**src/design/rv_core_pkg.sv**
```systemverilog
////////////////////
// Widths, RV32I encodings and FSM codes shared by the mini core units
// Only the executed subset (LUI, ADDI, ADD/SUB/AND/OR/XOR, BEQ/BNE, LW/SW)
// has constants here; anything else decodes as a no-op
////////////////////
`default_nettype none

package rv_core_pkg;

  localparam int unsigned XLEN       = 32;  // Data and address width
  localparam int unsigned REG_ADDR_W = 5;   // 32 architectural registers

  // Major opcodes
  localparam logic [6:0] OPC_LUI    = 7'b0110111;
  localparam logic [6:0] OPC_OPIMM  = 7'b0010011;
  localparam logic [6:0] OPC_OP     = 7'b0110011;
  localparam logic [6:0] OPC_BRANCH = 7'b1100011;
  localparam logic [6:0] OPC_LOAD   = 7'b0000011;
  localparam logic [6:0] OPC_STORE  = 7'b0100011;

  // funct3 codes in use
  localparam logic [2:0] F3_ADD_SUB = 3'b000;
  localparam logic [2:0] F3_XOR     = 3'b100;
  localparam logic [2:0] F3_OR      = 3'b110;
  localparam logic [2:0] F3_AND     = 3'b111;
  localparam logic [2:0] F3_BEQ     = 3'b000;
  localparam logic [2:0] F3_BNE     = 3'b001;
  localparam logic [2:0] F3_WORD    = 3'b010;  // LW / SW

  localparam logic [6:0] F7_SUB     = 7'b0100000;

  // Memory port FSM, shared by fetch and LSU
  localparam logic [1:0] MS_IDLE = 2'd0;
  localparam logic [1:0] MS_REQ  = 2'd1;  // Request up, waiting for grant
  localparam logic [1:0] MS_WAIT = 2'd2;  // Granted, waiting for rvalid
  localparam logic [1:0] MS_EXEC = 2'd3;  // Fetch only: word handed to execute

  // Execute FSM
  localparam logic [1:0] EX_DECODE = 2'd0;
  localparam logic [1:0] EX_MEM    = 2'd1;
  localparam logic [1:0] EX_WB     = 2'd2;

  ////////////////////
  // Instruction formats, all over the same 32-bit word
  ////////////////////
  typedef struct packed {
    logic [6:0]            funct7;
    logic [REG_ADDR_W-1:0] rs2;
    logic [REG_ADDR_W-1:0] rs1;
    logic [2:0]            funct3;
    logic [REG_ADDR_W-1:0] rd;
    logic [6:0]            opcode;
  } r_fmt_t;

  typedef struct packed {
    logic [11:0]           imm;
    logic [REG_ADDR_W-1:0] rs1;
    logic [2:0]            funct3;
    logic [REG_ADDR_W-1:0] rd;
    logic [6:0]            opcode;
  } i_fmt_t;

  typedef struct packed {
    logic [6:0]            imm_hi;  // imm[11:5]
    logic [REG_ADDR_W-1:0] rs2;
    logic [REG_ADDR_W-1:0] rs1;
    logic [2:0]            funct3;
    logic [4:0]            imm_lo;  // imm[4:0]
    logic [6:0]            opcode;
  } s_fmt_t;

  typedef struct packed {
    logic                  imm12;
    logic [5:0]            imm10_5;
    logic [REG_ADDR_W-1:0] rs2;
    logic [REG_ADDR_W-1:0] rs1;
    logic [2:0]            funct3;
    logic [3:0]            imm4_1;
    logic                  imm11;
    logic [6:0]            opcode;
  } b_fmt_t;

  typedef union packed {
    r_fmt_t r_fmt;
    i_fmt_t i_fmt;
    s_fmt_t s_fmt;
    b_fmt_t b_fmt;
  } rv_instr_u;

  typedef enum logic [2:0] {
    ALU_ADD,
    ALU_SUB,
    ALU_XOR,
    ALU_OR,
    ALU_AND,
    ALU_PASS_B
  } alu_op_e;

endpackage

`default_nettype wire

```
**src/design/rv_core_if.sv**
```systemverilog
////////////////////
// Internal buses of the mini core
// instr_valid, pc_load, req and done are single-cycle pulses
// Fetch holds instr and pc stable until the next pc_load
////////////////////
`timescale 1ns/1ns
`default_nettype none

// Fetch unit <-> decode/execute
interface rv_fetch_if
  import rv_core_pkg::*;
();
  rv_instr_u       instr;        // Captured instruction word
  logic [XLEN-1:0] pc;           // Address of instr
  logic            instr_valid;  // Word ready, one pulse
  logic [XLEN-1:0] next_pc;
  logic            pc_load;      // Retire, starts next fetch

  modport fetch (output instr, pc, instr_valid, input next_pc, pc_load);
  modport exec  (input instr, pc, instr_valid, output next_pc, pc_load);
endinterface

// Decode/execute <-> load/store unit
interface rv_mem_if
  import rv_core_pkg::*;
();
  logic            req;    // Start pulse
  logic            we;
  logic [XLEN-1:0] addr;
  logic [XLEN-1:0] wdata;
  logic            done;   // Access complete, one pulse
  logic [XLEN-1:0] rdata;  // Load data, valid with done

  modport exec (output req, we, addr, wdata, input done, rdata);
  modport lsu  (input req, we, addr, wdata, output done, rdata);
endinterface

`default_nettype wire

```
**src/design/rv_decode_exec.sv**
```systemverilog
////////////////////
// Decode, ALU, branch and write-back for one instruction at a time
// Relies on fetch holding instr and pc until pc_load
// Unknown opcodes and funct codes retire without side effects
////////////////////
`timescale 1ns/1ns
`default_nettype none

module rv_decode_exec
  import rv_core_pkg::*;
(
  input  logic     clk,
  input  logic     rst_n,
  rv_fetch_if.exec fetch,
  rv_mem_if.exec   mem
);

  rv_instr_u       instr;
  logic [6:0]      opcode;
  logic [XLEN-1:0] imm_i, imm_s, imm_b, imm_u;
  logic [XLEN-1:0] rs1_data, rs2_data;
  logic [XLEN-1:0] alu_b, alu_result;
  alu_op_e         alu_op;
  logic            wr_alu, is_load, is_store, is_branch, is_mem, taken;
  logic [1:0]      state_q;
  logic [XLEN-1:0] load_q;
  logic            rf_we;
  logic [XLEN-1:0] rf_wdata;

  assign instr  = fetch.instr;
  assign opcode = instr.r_fmt.opcode;

  ////////////////////
  // Immediates
  ////////////////////
  assign imm_i = {{20{instr.i_fmt.imm[11]}}, instr.i_fmt.imm};
  assign imm_s = {{20{instr.s_fmt.imm_hi[6]}}, instr.s_fmt.imm_hi, instr.s_fmt.imm_lo};
  assign imm_b = {{19{instr.b_fmt.imm12}}, instr.b_fmt.imm12, instr.b_fmt.imm11,
                  instr.b_fmt.imm10_5, instr.b_fmt.imm4_1, 1'b0};
  // U-type is bits [31:12], spread over the I-format fields
  assign imm_u = {instr.i_fmt.imm, instr.i_fmt.rs1, instr.i_fmt.funct3, 12'b0};

  always_comb
  begin
    alu_op    = ALU_ADD;
    alu_b     = rs2_data;
    wr_alu    = 1'b0;
    is_load   = 1'b0;
    is_store  = 1'b0;
    is_branch = 1'b0;
    case (opcode)
      OPC_LUI:
      begin
        alu_op = ALU_PASS_B;
        alu_b  = imm_u;
        wr_alu = 1'b1;
      end
      OPC_OPIMM:
      begin
        alu_b  = imm_i;
        wr_alu = (instr.i_fmt.funct3 == F3_ADD_SUB);  // ADDI only
      end
      OPC_OP:
      begin
        // funct7 must be zero, or SUB
        wr_alu = (instr.r_fmt.funct7 == 7'b0) ||
                 (instr.r_fmt.funct3 == F3_ADD_SUB && instr.r_fmt.funct7 == F7_SUB);
        case (instr.r_fmt.funct3)
          F3_ADD_SUB: alu_op = (instr.r_fmt.funct7 == F7_SUB) ? ALU_SUB : ALU_ADD;
          F3_XOR:     alu_op = ALU_XOR;
          F3_OR:      alu_op = ALU_OR;
          F3_AND:     alu_op = ALU_AND;
          default:    wr_alu = 1'b0;  // SLL, SLT etc. not supported
        endcase
      end
      OPC_BRANCH:
      begin
        alu_op    = ALU_XOR;  // Zero result means equal
        is_branch = (instr.b_fmt.funct3 == F3_BEQ) || (instr.b_fmt.funct3 == F3_BNE);
      end
      OPC_LOAD:
      begin
        alu_b   = imm_i;  // Address = rs1 + imm
        is_load = (instr.i_fmt.funct3 == F3_WORD);
      end
      OPC_STORE:
      begin
        alu_b    = imm_s;
        is_store = (instr.s_fmt.funct3 == F3_WORD);
      end
      default: ;  // No-op
    endcase
  end

  assign is_mem = is_load || is_store;

  ////////////////////
  // ALU and branch
  ////////////////////
  always_comb
  begin
    case (alu_op)
      ALU_ADD: alu_result = rs1_data + alu_b;
      ALU_SUB: alu_result = rs1_data - alu_b;
      ALU_XOR: alu_result = rs1_data ^ alu_b;
      ALU_OR:  alu_result = rs1_data | alu_b;
      ALU_AND: alu_result = rs1_data & alu_b;
      default: alu_result = alu_b;  // PASS_B for LUI
    endcase
  end

  // BEQ taken on equal, BNE on not equal
  assign taken = is_branch && ((alu_result == '0) == (instr.b_fmt.funct3 == F3_BEQ));

  assign fetch.next_pc = taken ? fetch.pc + imm_b : fetch.pc + XLEN'(4);

  // Memory ops wait for done, then one write-back cycle
  always_ff @(posedge clk, negedge rst_n)
  begin
    if (!rst_n)
      state_q <= EX_DECODE;
    else
    begin
      case (state_q)
        EX_DECODE:
          if (fetch.instr_valid && is_mem)
            state_q <= EX_MEM;
        EX_MEM:
          if (mem.done)
            state_q <= EX_WB;
        default:
          state_q <= EX_DECODE;
      endcase
    end
  end

  always_ff @(posedge clk)
  begin
    if (mem.done)
      load_q <= mem.rdata;
  end

  assign mem.req   = fetch.instr_valid && is_mem;
  assign mem.we    = is_store;
  assign mem.addr  = alu_result;
  assign mem.wdata = rs2_data;

  assign fetch.pc_load = (fetch.instr_valid && !is_mem) || (state_q == EX_WB);

  assign rf_we    = (fetch.instr_valid && wr_alu) || (state_q == EX_WB && is_load);
  assign rf_wdata = (state_q == EX_WB) ? load_q : alu_result;

  rv_regfile regfile_i (
    .clk       ( clk               ),
    .rst_n     ( rst_n             ),
    .raddr_a_i ( instr.r_fmt.rs1   ),
    .raddr_b_i ( instr.r_fmt.rs2   ),
    .waddr_i   ( instr.r_fmt.rd    ),
    .we_i      ( rf_we             ),
    .wdata_i   ( rf_wdata          ),
    .rdata_a_o ( rs1_data          ),
    .rdata_b_o ( rs2_data          )
  );

endmodule

`default_nettype wire

```
**src/design/rv_fetch_unit.sv**
```systemverilog
////////////////////
// Instruction fetch, one access outstanding at a time
// boot_addr_i is sampled only before the first request
// No new fetch starts until execute pulses pc_load
////////////////////
`timescale 1ns/1ns
`default_nettype none

module rv_fetch_unit
  import rv_core_pkg::*;
(
  input  logic            clk,
  input  logic            rst_n,
  input  logic [XLEN-1:0] boot_addr_i,
  input  logic            fetch_enable_i,
  output logic            instr_req_o,
  output logic [XLEN-1:0] instr_addr_o,
  input  logic            instr_gnt_i,
  input  logic            instr_rvalid_i,
  input  logic [XLEN-1:0] instr_rdata_i,
  rv_fetch_if.fetch       fetch,
  output logic            busy_o
);

  logic [1:0]      state_q;
  logic [1:0]      state_d;
  logic [XLEN-1:0] pc_q;
  logic            booted_q;  // First request issued
  logic            valid_q;
  rv_instr_u       instr_q;
  logic            rdata_hit;

  assign rdata_hit = (state_q == MS_WAIT) && instr_rvalid_i;

  always_comb
  begin
    state_d = state_q;
    case (state_q)
      MS_IDLE:
        if (fetch_enable_i)
          state_d = MS_REQ;
      MS_REQ:
        if (instr_gnt_i)
          state_d = MS_WAIT;  // Request drops next cycle
      MS_WAIT:
        if (instr_rvalid_i)
          state_d = MS_EXEC;
      default:  // MS_EXEC, wait for retire
        if (fetch.pc_load)
          state_d = fetch_enable_i ? MS_REQ : MS_IDLE;
    endcase
  end

  always_ff @(posedge clk, negedge rst_n)
  begin
    if (!rst_n)
    begin
      state_q  <= MS_IDLE;
      pc_q     <= '0;
      booted_q <= 1'b0;
      valid_q  <= 1'b0;
    end
    else
    begin
      state_q <= state_d;
      valid_q <= rdata_hit;  // One cycle after rvalid
      if (state_q == MS_IDLE && !booted_q)
        pc_q <= boot_addr_i;  // Track boot address until start
      else if (fetch.pc_load)
        pc_q <= fetch.next_pc;
      if (state_q == MS_REQ)
        booted_q <= 1'b1;
    end
  end

  // Instruction register
  always_ff @(posedge clk)
  begin
    if (rdata_hit)
      instr_q <= instr_rdata_i;
  end

  assign instr_req_o       = (state_q == MS_REQ);
  assign instr_addr_o      = pc_q;  // Stable while request is up
  assign fetch.instr       = instr_q;
  assign fetch.pc          = pc_q;
  assign fetch.instr_valid = valid_q;
  assign busy_o            = (state_q != MS_IDLE);

endmodule

`default_nettype wire

```
**src/design/rv_load_store_unit.sv**
```systemverilog
////////////////////
// Word-only data port, one access outstanding
// rvalid is expected for stores too
// req is ignored while an access is in progress
////////////////////
`timescale 1ns/1ns
`default_nettype none

module rv_load_store_unit
  import rv_core_pkg::*;
(
  input  logic            clk,
  input  logic            rst_n,
  rv_mem_if.lsu           mem,
  output logic            data_req_o,
  output logic [XLEN-1:0] data_addr_o,
  output logic            data_we_o,
  output logic [XLEN-1:0] data_wdata_o,
  input  logic            data_gnt_i,
  input  logic            data_rvalid_i,
  input  logic [XLEN-1:0] data_rdata_i
);

  logic [1:0]      state_q;
  logic            we_q;
  logic            done_q;
  logic [XLEN-1:0] addr_q, wdata_q, rdata_q;
  logic            start;

  assign start = (state_q == MS_IDLE) && mem.req;

  always_ff @(posedge clk, negedge rst_n)
  begin
    if (!rst_n)
    begin
      state_q <= MS_IDLE;
      we_q    <= 1'b0;
      done_q  <= 1'b0;
    end
    else
    begin
      done_q <= (state_q == MS_WAIT) && data_rvalid_i;  // Cycle after rvalid
      case (state_q)
        MS_IDLE:
        begin
          if (mem.req)
          begin
            state_q <= MS_REQ;
            we_q    <= mem.we;
          end
        end
        MS_REQ:
          if (data_gnt_i)
            state_q <= MS_WAIT;
        MS_WAIT:
          if (data_rvalid_i)
            state_q <= MS_IDLE;
        default:
          state_q <= MS_IDLE;
      endcase
    end
  end

  // Address and data held until grant
  always_ff @(posedge clk)
  begin
    if (start)
    begin
      addr_q  <= mem.addr;
      wdata_q <= mem.wdata;
    end
    if (state_q == MS_WAIT && data_rvalid_i)
      rdata_q <= data_rdata_i;
  end

  assign data_req_o   = (state_q == MS_REQ);
  assign data_addr_o  = addr_q;
  assign data_we_o    = we_q;
  assign data_wdata_o = wdata_q;
  assign mem.done     = done_q;
  assign mem.rdata    = rdata_q;

endmodule

`default_nettype wire

```
**src/design/rv_mini_core.sv**
```systemverilog
////////////////////
// RV32I subset core top, fetch -> execute -> memory, no overlap
// Both ports use req/gnt/rvalid, one access outstanding each
// No byte enables, all data accesses are full words
////////////////////
`timescale 1ns/1ns
`default_nettype none

module rv_mini_core
  import rv_core_pkg::*;
(
  input  logic            clk,
  input  logic            rst_n,
  input  logic [XLEN-1:0] boot_addr_i,
  input  logic            fetch_enable_i,

  // Instruction memory
  output logic            instr_req_o,
  output logic [XLEN-1:0] instr_addr_o,
  input  logic            instr_gnt_i,
  input  logic            instr_rvalid_i,
  input  logic [XLEN-1:0] instr_rdata_i,

  // Data memory
  output logic            data_req_o,
  output logic [XLEN-1:0] data_addr_o,
  output logic            data_we_o,
  output logic [XLEN-1:0] data_wdata_o,
  input  logic            data_gnt_i,
  input  logic            data_rvalid_i,
  input  logic [XLEN-1:0] data_rdata_i,

  output logic            core_busy_o
);

  rv_fetch_if fetch_bus ();
  rv_mem_if   mem_bus ();

  ////////////////////
  // Input side
  ////////////////////
  rv_fetch_unit fetch_unit_i (
    .clk            ( clk            ),
    .rst_n          ( rst_n          ),
    .boot_addr_i    ( boot_addr_i    ),
    .fetch_enable_i ( fetch_enable_i ),
    .instr_req_o    ( instr_req_o    ),
    .instr_addr_o   ( instr_addr_o   ),
    .instr_gnt_i    ( instr_gnt_i    ),
    .instr_rvalid_i ( instr_rvalid_i ),
    .instr_rdata_i  ( instr_rdata_i  ),
    .fetch          ( fetch_bus      ),
    .busy_o         ( core_busy_o    )  // Idle only at an instruction boundary
  );

  rv_decode_exec decode_exec_i (
    .clk   ( clk       ),
    .rst_n ( rst_n     ),
    .fetch ( fetch_bus ),
    .mem   ( mem_bus   )
  );

  ////////////////////
  // Output side
  ////////////////////
  rv_load_store_unit load_store_unit_i (
    .clk           ( clk           ),
    .rst_n         ( rst_n         ),
    .mem           ( mem_bus       ),
    .data_req_o    ( data_req_o    ),
    .data_addr_o   ( data_addr_o   ),
    .data_we_o     ( data_we_o     ),
    .data_wdata_o  ( data_wdata_o  ),
    .data_gnt_i    ( data_gnt_i    ),
    .data_rvalid_i ( data_rvalid_i ),
    .data_rdata_i  ( data_rdata_i  )
  );

endmodule

`default_nettype wire

```
**src/design/rv_regfile.sv**
```systemverilog
////////////////////
// 32 x 32 register file, 2 read / 1 write
// Reads are combinational, x0 reads as zero
////////////////////
`timescale 1ns/1ns
`default_nettype none

module rv_regfile
  import rv_core_pkg::*;
(
  input  logic                  clk,
  input  logic                  rst_n,
  input  logic [REG_ADDR_W-1:0] raddr_a_i,
  input  logic [REG_ADDR_W-1:0] raddr_b_i,
  input  logic [REG_ADDR_W-1:0] waddr_i,
  input  logic                  we_i,
  input  logic [XLEN-1:0]       wdata_i,
  output logic [XLEN-1:0]       rdata_a_o,
  output logic [XLEN-1:0]       rdata_b_o
);

  logic [XLEN-1:0] regs_q [1:2**REG_ADDR_W-1];  // No storage for x0

  always_ff @(posedge clk, negedge rst_n)
  begin
    if (!rst_n)
    begin
      for (int i = 1; i < 2**REG_ADDR_W; i++)
        regs_q[i] <= '0;
    end
    else if (we_i && waddr_i != '0)  // x0 writes dropped
      regs_q[waddr_i] <= wdata_i;
  end

  assign rdata_a_o = (raddr_a_i == '0) ? '0 : regs_q[raddr_a_i];
  assign rdata_b_o = (raddr_b_i == '0) ? '0 : regs_q[raddr_b_i];

endmodule

`default_nettype wire

```
**config.mk**
```make
export PLATFORM = sky130hd
export DESIGN_NAME = rv_mini_core
export DESIGN_NICKNAME = d
export VERILOG_FILES = /design/src/design/rv_core_pkg.sv /design/src/design/rv_core_if.sv /design/src/design/rv_decode_exec.sv /design/src/design/rv_fetch_unit.sv /design/src/design/rv_load_store_unit.sv /design/src/design/rv_mini_core.sv /design/src/design/rv_regfile.sv
export SDC_FILE = /design/constraint.sdc
export NUM_CORES = 2
export LEC_CHECK = 0
export ABC_AREA = 1
export ABC_CLOCK_PERIOD_IN_PS = 7750
export BUFFER_PORTS_ARGS = -buffer_cell sky130_fd_sc_hd__buf_4
export CORE_ASPECT_RATIO = 1.4
export CORE_MARGIN = 10
export CORE_UTILIZATION = 50
export CTS_BUF_LIST = sky130_fd_sc_hd__clkbuf_8 sky130_fd_sc_hd__clkbuf_16
export DETAILED_ROUTE_END_ITERATION = 12
export PLACE_DENSITY = 0.66
export SKIP_LAST_GASP = 1
export SLEW_MARGIN = 20
export SYNTH_ARGS = -nofsm -noshare
export SYNTH_HDL_FRONTEND = slang
export SYNTH_SLANG_ARGS = --single-unit
```
**constraint.sdc**
```tcl
create_clock -name clk -period 7.75 [get_ports clk]
set_input_delay 0.775 -clock clk [delete_from_list [all_inputs] [get_ports clk]]
set_output_delay 0.775 -clock clk [all_outputs]
set_load 0.1 [all_outputs]
```
==> reports/qor_table.md <==
| Quantity | Reported | Unit |
|---|---|---|
| Most common library cell in the layout ignoring fill and taps | nand2_1 | - |
| Crit path max fanout | 52 | - |
| Destination of the worst register-to-register timing path | fetch_unit_i.fetch.pc[20] | - |
| Register bit total from synthesis | 1194 | - |
| Hold-fix buffer count after cts | 0 | - |
| First-pass GRT wire length | 424 | mm |
| Total global-route track usage | 36.2 | % |
| Synthesized area divided by synthesized cell count | 7.32 | um^2 |
| RSZ-0062 raised after global routing | false | - |
| Final-report max-slew violation count | 0 | - |
| Port-buffer cells | 202 | - |
| Count of filler cells inserted in the layout | 13200 | - |
| Buf/Inv on CP | 4 | - |
| Number of antenna violations at the first check in global routing | 16 | - |
| Post-route fraction of the period consumed by the critical path | 95.1 | % |
| Pwr/cell area | 161 | mW/mm^2 |
| P&R area growth vs syn | 10.5 | % |
| Post-layout min period | 7.37 | ns |
| Run status | complete, but fails checks | - |
| Violations in the final reports | hold timing | - |
| Via count of the first global-routing pass | 66000 | - |
| Number of placement rows | 162 | - |
| Count of nets after finishing | 9556 | - |
| Root Buffer | clkbuf_16 | - |
| Average wire per cell in the routed design | 25.6 | um |
| Dpl hpwl | 170 | mm |
| Kind of end point of the critical path | register | - |
| DRC violations left | 0 | - |
| Peak per-stage delay on the critical path | 0.85 | ns |
| Pin count of the biggest net entering global routing | 181 | - |
| Clock Sinks | 1194 | - |
| Proportion of register bits with asynchronous set or reset after synthesis | 86.6 | % |
| Cell family with most CP delay | simple AND/OR/NAND/NOR gates | - |
| Worst-case hold slack | -0.0122 | ns |
| Die Ht | 462 | um |
| Critical Path Source Type | register | - |
| Levels on crit path | 31 | - |
| Cells on worst reg2reg path | 31 | - |
| Global-route congestion overflow total | 0 | - |
| R2R Path Start | fetch_unit_i.fetch.instr[16] | - |
| Class of the tightest hold or removal check | in -> async | - |
| Boundary pin count | 203 | - |
| DR vias | 69300 | - |
| Highest clock frequency the design can meet | 0.136 | GHz |
| Cell with the most instances on the worst path | nand2_1 | - |
| TritonCTS clock tree | yes | - |
| Yosys Warn Count | 0 | - |
| Number of routed nets with antenna violations | 0 | - |
| Clock insertion delay at the later pin of the skew report | 0.80 | ns |
| Remaining max-slew budget at the tightest pin | 17.8 | % |
| Register cell area after layout | 0.0307 | mm^2 |
| Total Neg Setup Slack | 0 | ns |
| Pin slew with the least headroom to its limit | 1.23 | ns |
| Clock Skews | 0.0624 | ns |
| Die Width | 336 | um |
| Reported max-cap violation count | 0 | - |
| Endpoint required time on the critical path | 8.42 | ns |
| Number of buffers created by CTS | 118 | - |
| Post-synth EDFFs | 160 | - |
| H-Tree Depth | 3 | - |
| Endpoints failing hold | 3 | - |
| Clock Pin Slew Worst Setup and Hold Paths | 0.07 | ns |
| Multi-input logic area | 0.0335 | mm^2 |
| Commonest cells after routing, fill and taps aside | nand2_1 (2688), o21ai_0 (1549), dfrtp_1 (1033), nand3_1 (846), inv_1 (775) | - |
| Mapped Nets | 9760 | - |
| Number of DRC markers after the initial detailed-route iteration | 9409 | - |
| Startpoint-to-endpoint class of the critical path | reg -> reg | - |
| Power Total | 12.4 | mW |
| Share of synthesized area occupied by flip-flops and latches | 44.0 | % |
| Effective utilization at floorplan | 50.2 | % |
| Yosys cell types | 58 | - |
| Longest Clk Path Bufs | 3 | - |
| Floorplan die area | 0.155 | mm^2 |
| Post-synth top flop | dfrtp_1 | - |
| Leakage Power | 34.3 | nW |
| Reg2Reg Setup Slack | 0.38 | ns |
| Post-Route WL | 288 | mm |
| Fraction of final layout cells with drive strength greater than 1 | 8.05 | % |
| Peak supply drop | 0.217 | mV |
| Synthesized area | 0.0697 | mm^2 |
| Routability-driven placement congestion ratio | 0.987 | - |
| Final setup violating endpoints | 0 | - |
| Crit-path slowest cell | a21boi_0 | - |
| Count of TritonRoute iterations in the first routing pass | 10 | - |
| Arrival time worst endpoint | 8.03 | ns |
| Via density per instance | 6.17 | - |
| Area inside the core boundary | 0.139 | mm^2 |
| Number of instances in the synthesized netlist | 9524 | - |
[power breakdown]
part	internal [mW]	switching, mW
Combinational	0.0396	0.125
Clock	3.24	2.68
Sequential	6.34	0.00000000000000709
Total	9.62	2.81
[per-layer routing]
metal	part of all wire, %	global-route usage, %	vias up
met5	0.031	0	-
met4	8.4	26.4	12
met3	11	8.09	1105
met2	44	56.5	4206
met1	36	43.8	32900
li1	-	-	31100
[synth_stat cells, types with 16 or more instances]
library cell,instances,share of area (%)
dfrtp_1,1034,37
nand4_1,94,0.84
ha_1,131,2.4
o221ai_1,64,0.80
buf_1,45,0.24
o211ai_1,165,1.8
o21ai_0,1565,11
clkbuf_1,511,2.8
buf_2,139,1.0
inv_1,760,4.1
xor2_1,73,0.92
a21boi_0,23,0.25
nand2_1,2689,14
a22oi_1,21,0.23
a21oi_1,510,3.7
and2_1,38,0.34
buf_4,29,0.31
nor3_1,34,0.24
edfxtp_1,160,6.9
nand3_1,868,6.2
nand2_2,20,0.18
inv_2,16,0.086
nor2_1,370,2.0
[final cells by class]
class	instances	share of cell area, %
clock buffers	153	4.50
repair buffers	405	4.70
multi-input cells	6819	43.5
inverters	782	3.88
clock inverters	68	0.629
diodes	9	0.0292
well taps	1804	2.93
flip-flops and latches	1194	39.8
[per-stage QoR]
stage / setup WS [ns] / hold WS [ns] / cell area, um^2 / cells / util [%]
after CTS: 0.442 / 0.00501 / 76800 / 11200 / 55.3
final: 0.383 / -0.0122 / 77000 / 11200 / 55.5
after detailed placement: 0.497 / 0.405 / 72800 / 11000 / 52.5
after floorplan: 1.67 / 0.400 / 69700 / 9524 / -
after global placement: 0.558 / 0.401 / 72800 / 11000 / 52.5
after global routing: 0.00147 / 0.0579 / 77000 / 11200 / 55.5
[sequential cells by signal (all words and copies together) (netlist names), 32 cells and up]
register and cells:
load_store_unit_i.data_wdata_o 32, fetch_unit_i.fetch.pc 32, load_store_unit_i.data_addr_o 32, decode_exec_i.regfile_i.regs_q 992, load_store_unit_i.mem.rdata 32, decode_exec_i.load_q 32, fetch_unit_i.fetch.instr 32
[cells by family after synthesis]
family,count (synthesis),share of synthesized area (%)
simple gates,4178,25.1
compound gates,2407,18.6
buf+inv,1512,8.62
flops,1194,44.0
fa+ha+maj,133,2.41
xor+xnor,87,1.09
mux,13,0.187
[what timing repair did]
action                     in CTS  in global routing
buffers inserted                0                  3
setup endpoints to repair       0                110
gates resized for setup         0                  8
[how the worst max path moves through the flow]
stage,startpoint,endpoint,slack (ns)
after floorplan,fetch_unit_i.fetch.instr[14],load_store_unit_i.data_we_o,1.67
after global placement,fetch_unit_i.fetch.instr[15],fetch_unit_i.fetch.pc[10],0.56
after detailed placement,fetch_unit_i.fetch.instr[20],fetch_unit_i.fetch.pc[27],0.50
after CTS,fetch_unit_i.fetch.instr[20],fetch_unit_i.fetch.pc[20],0.44
after global routing,fetch_unit_i.fetch.instr[21],decode_exec_i.regfile_i.regs_q[191],0.001
final,fetch_unit_i.fetch.instr[16],fetch_unit_i.fetch.pc[20],0.38
Power figures use the tool's default switching activity.
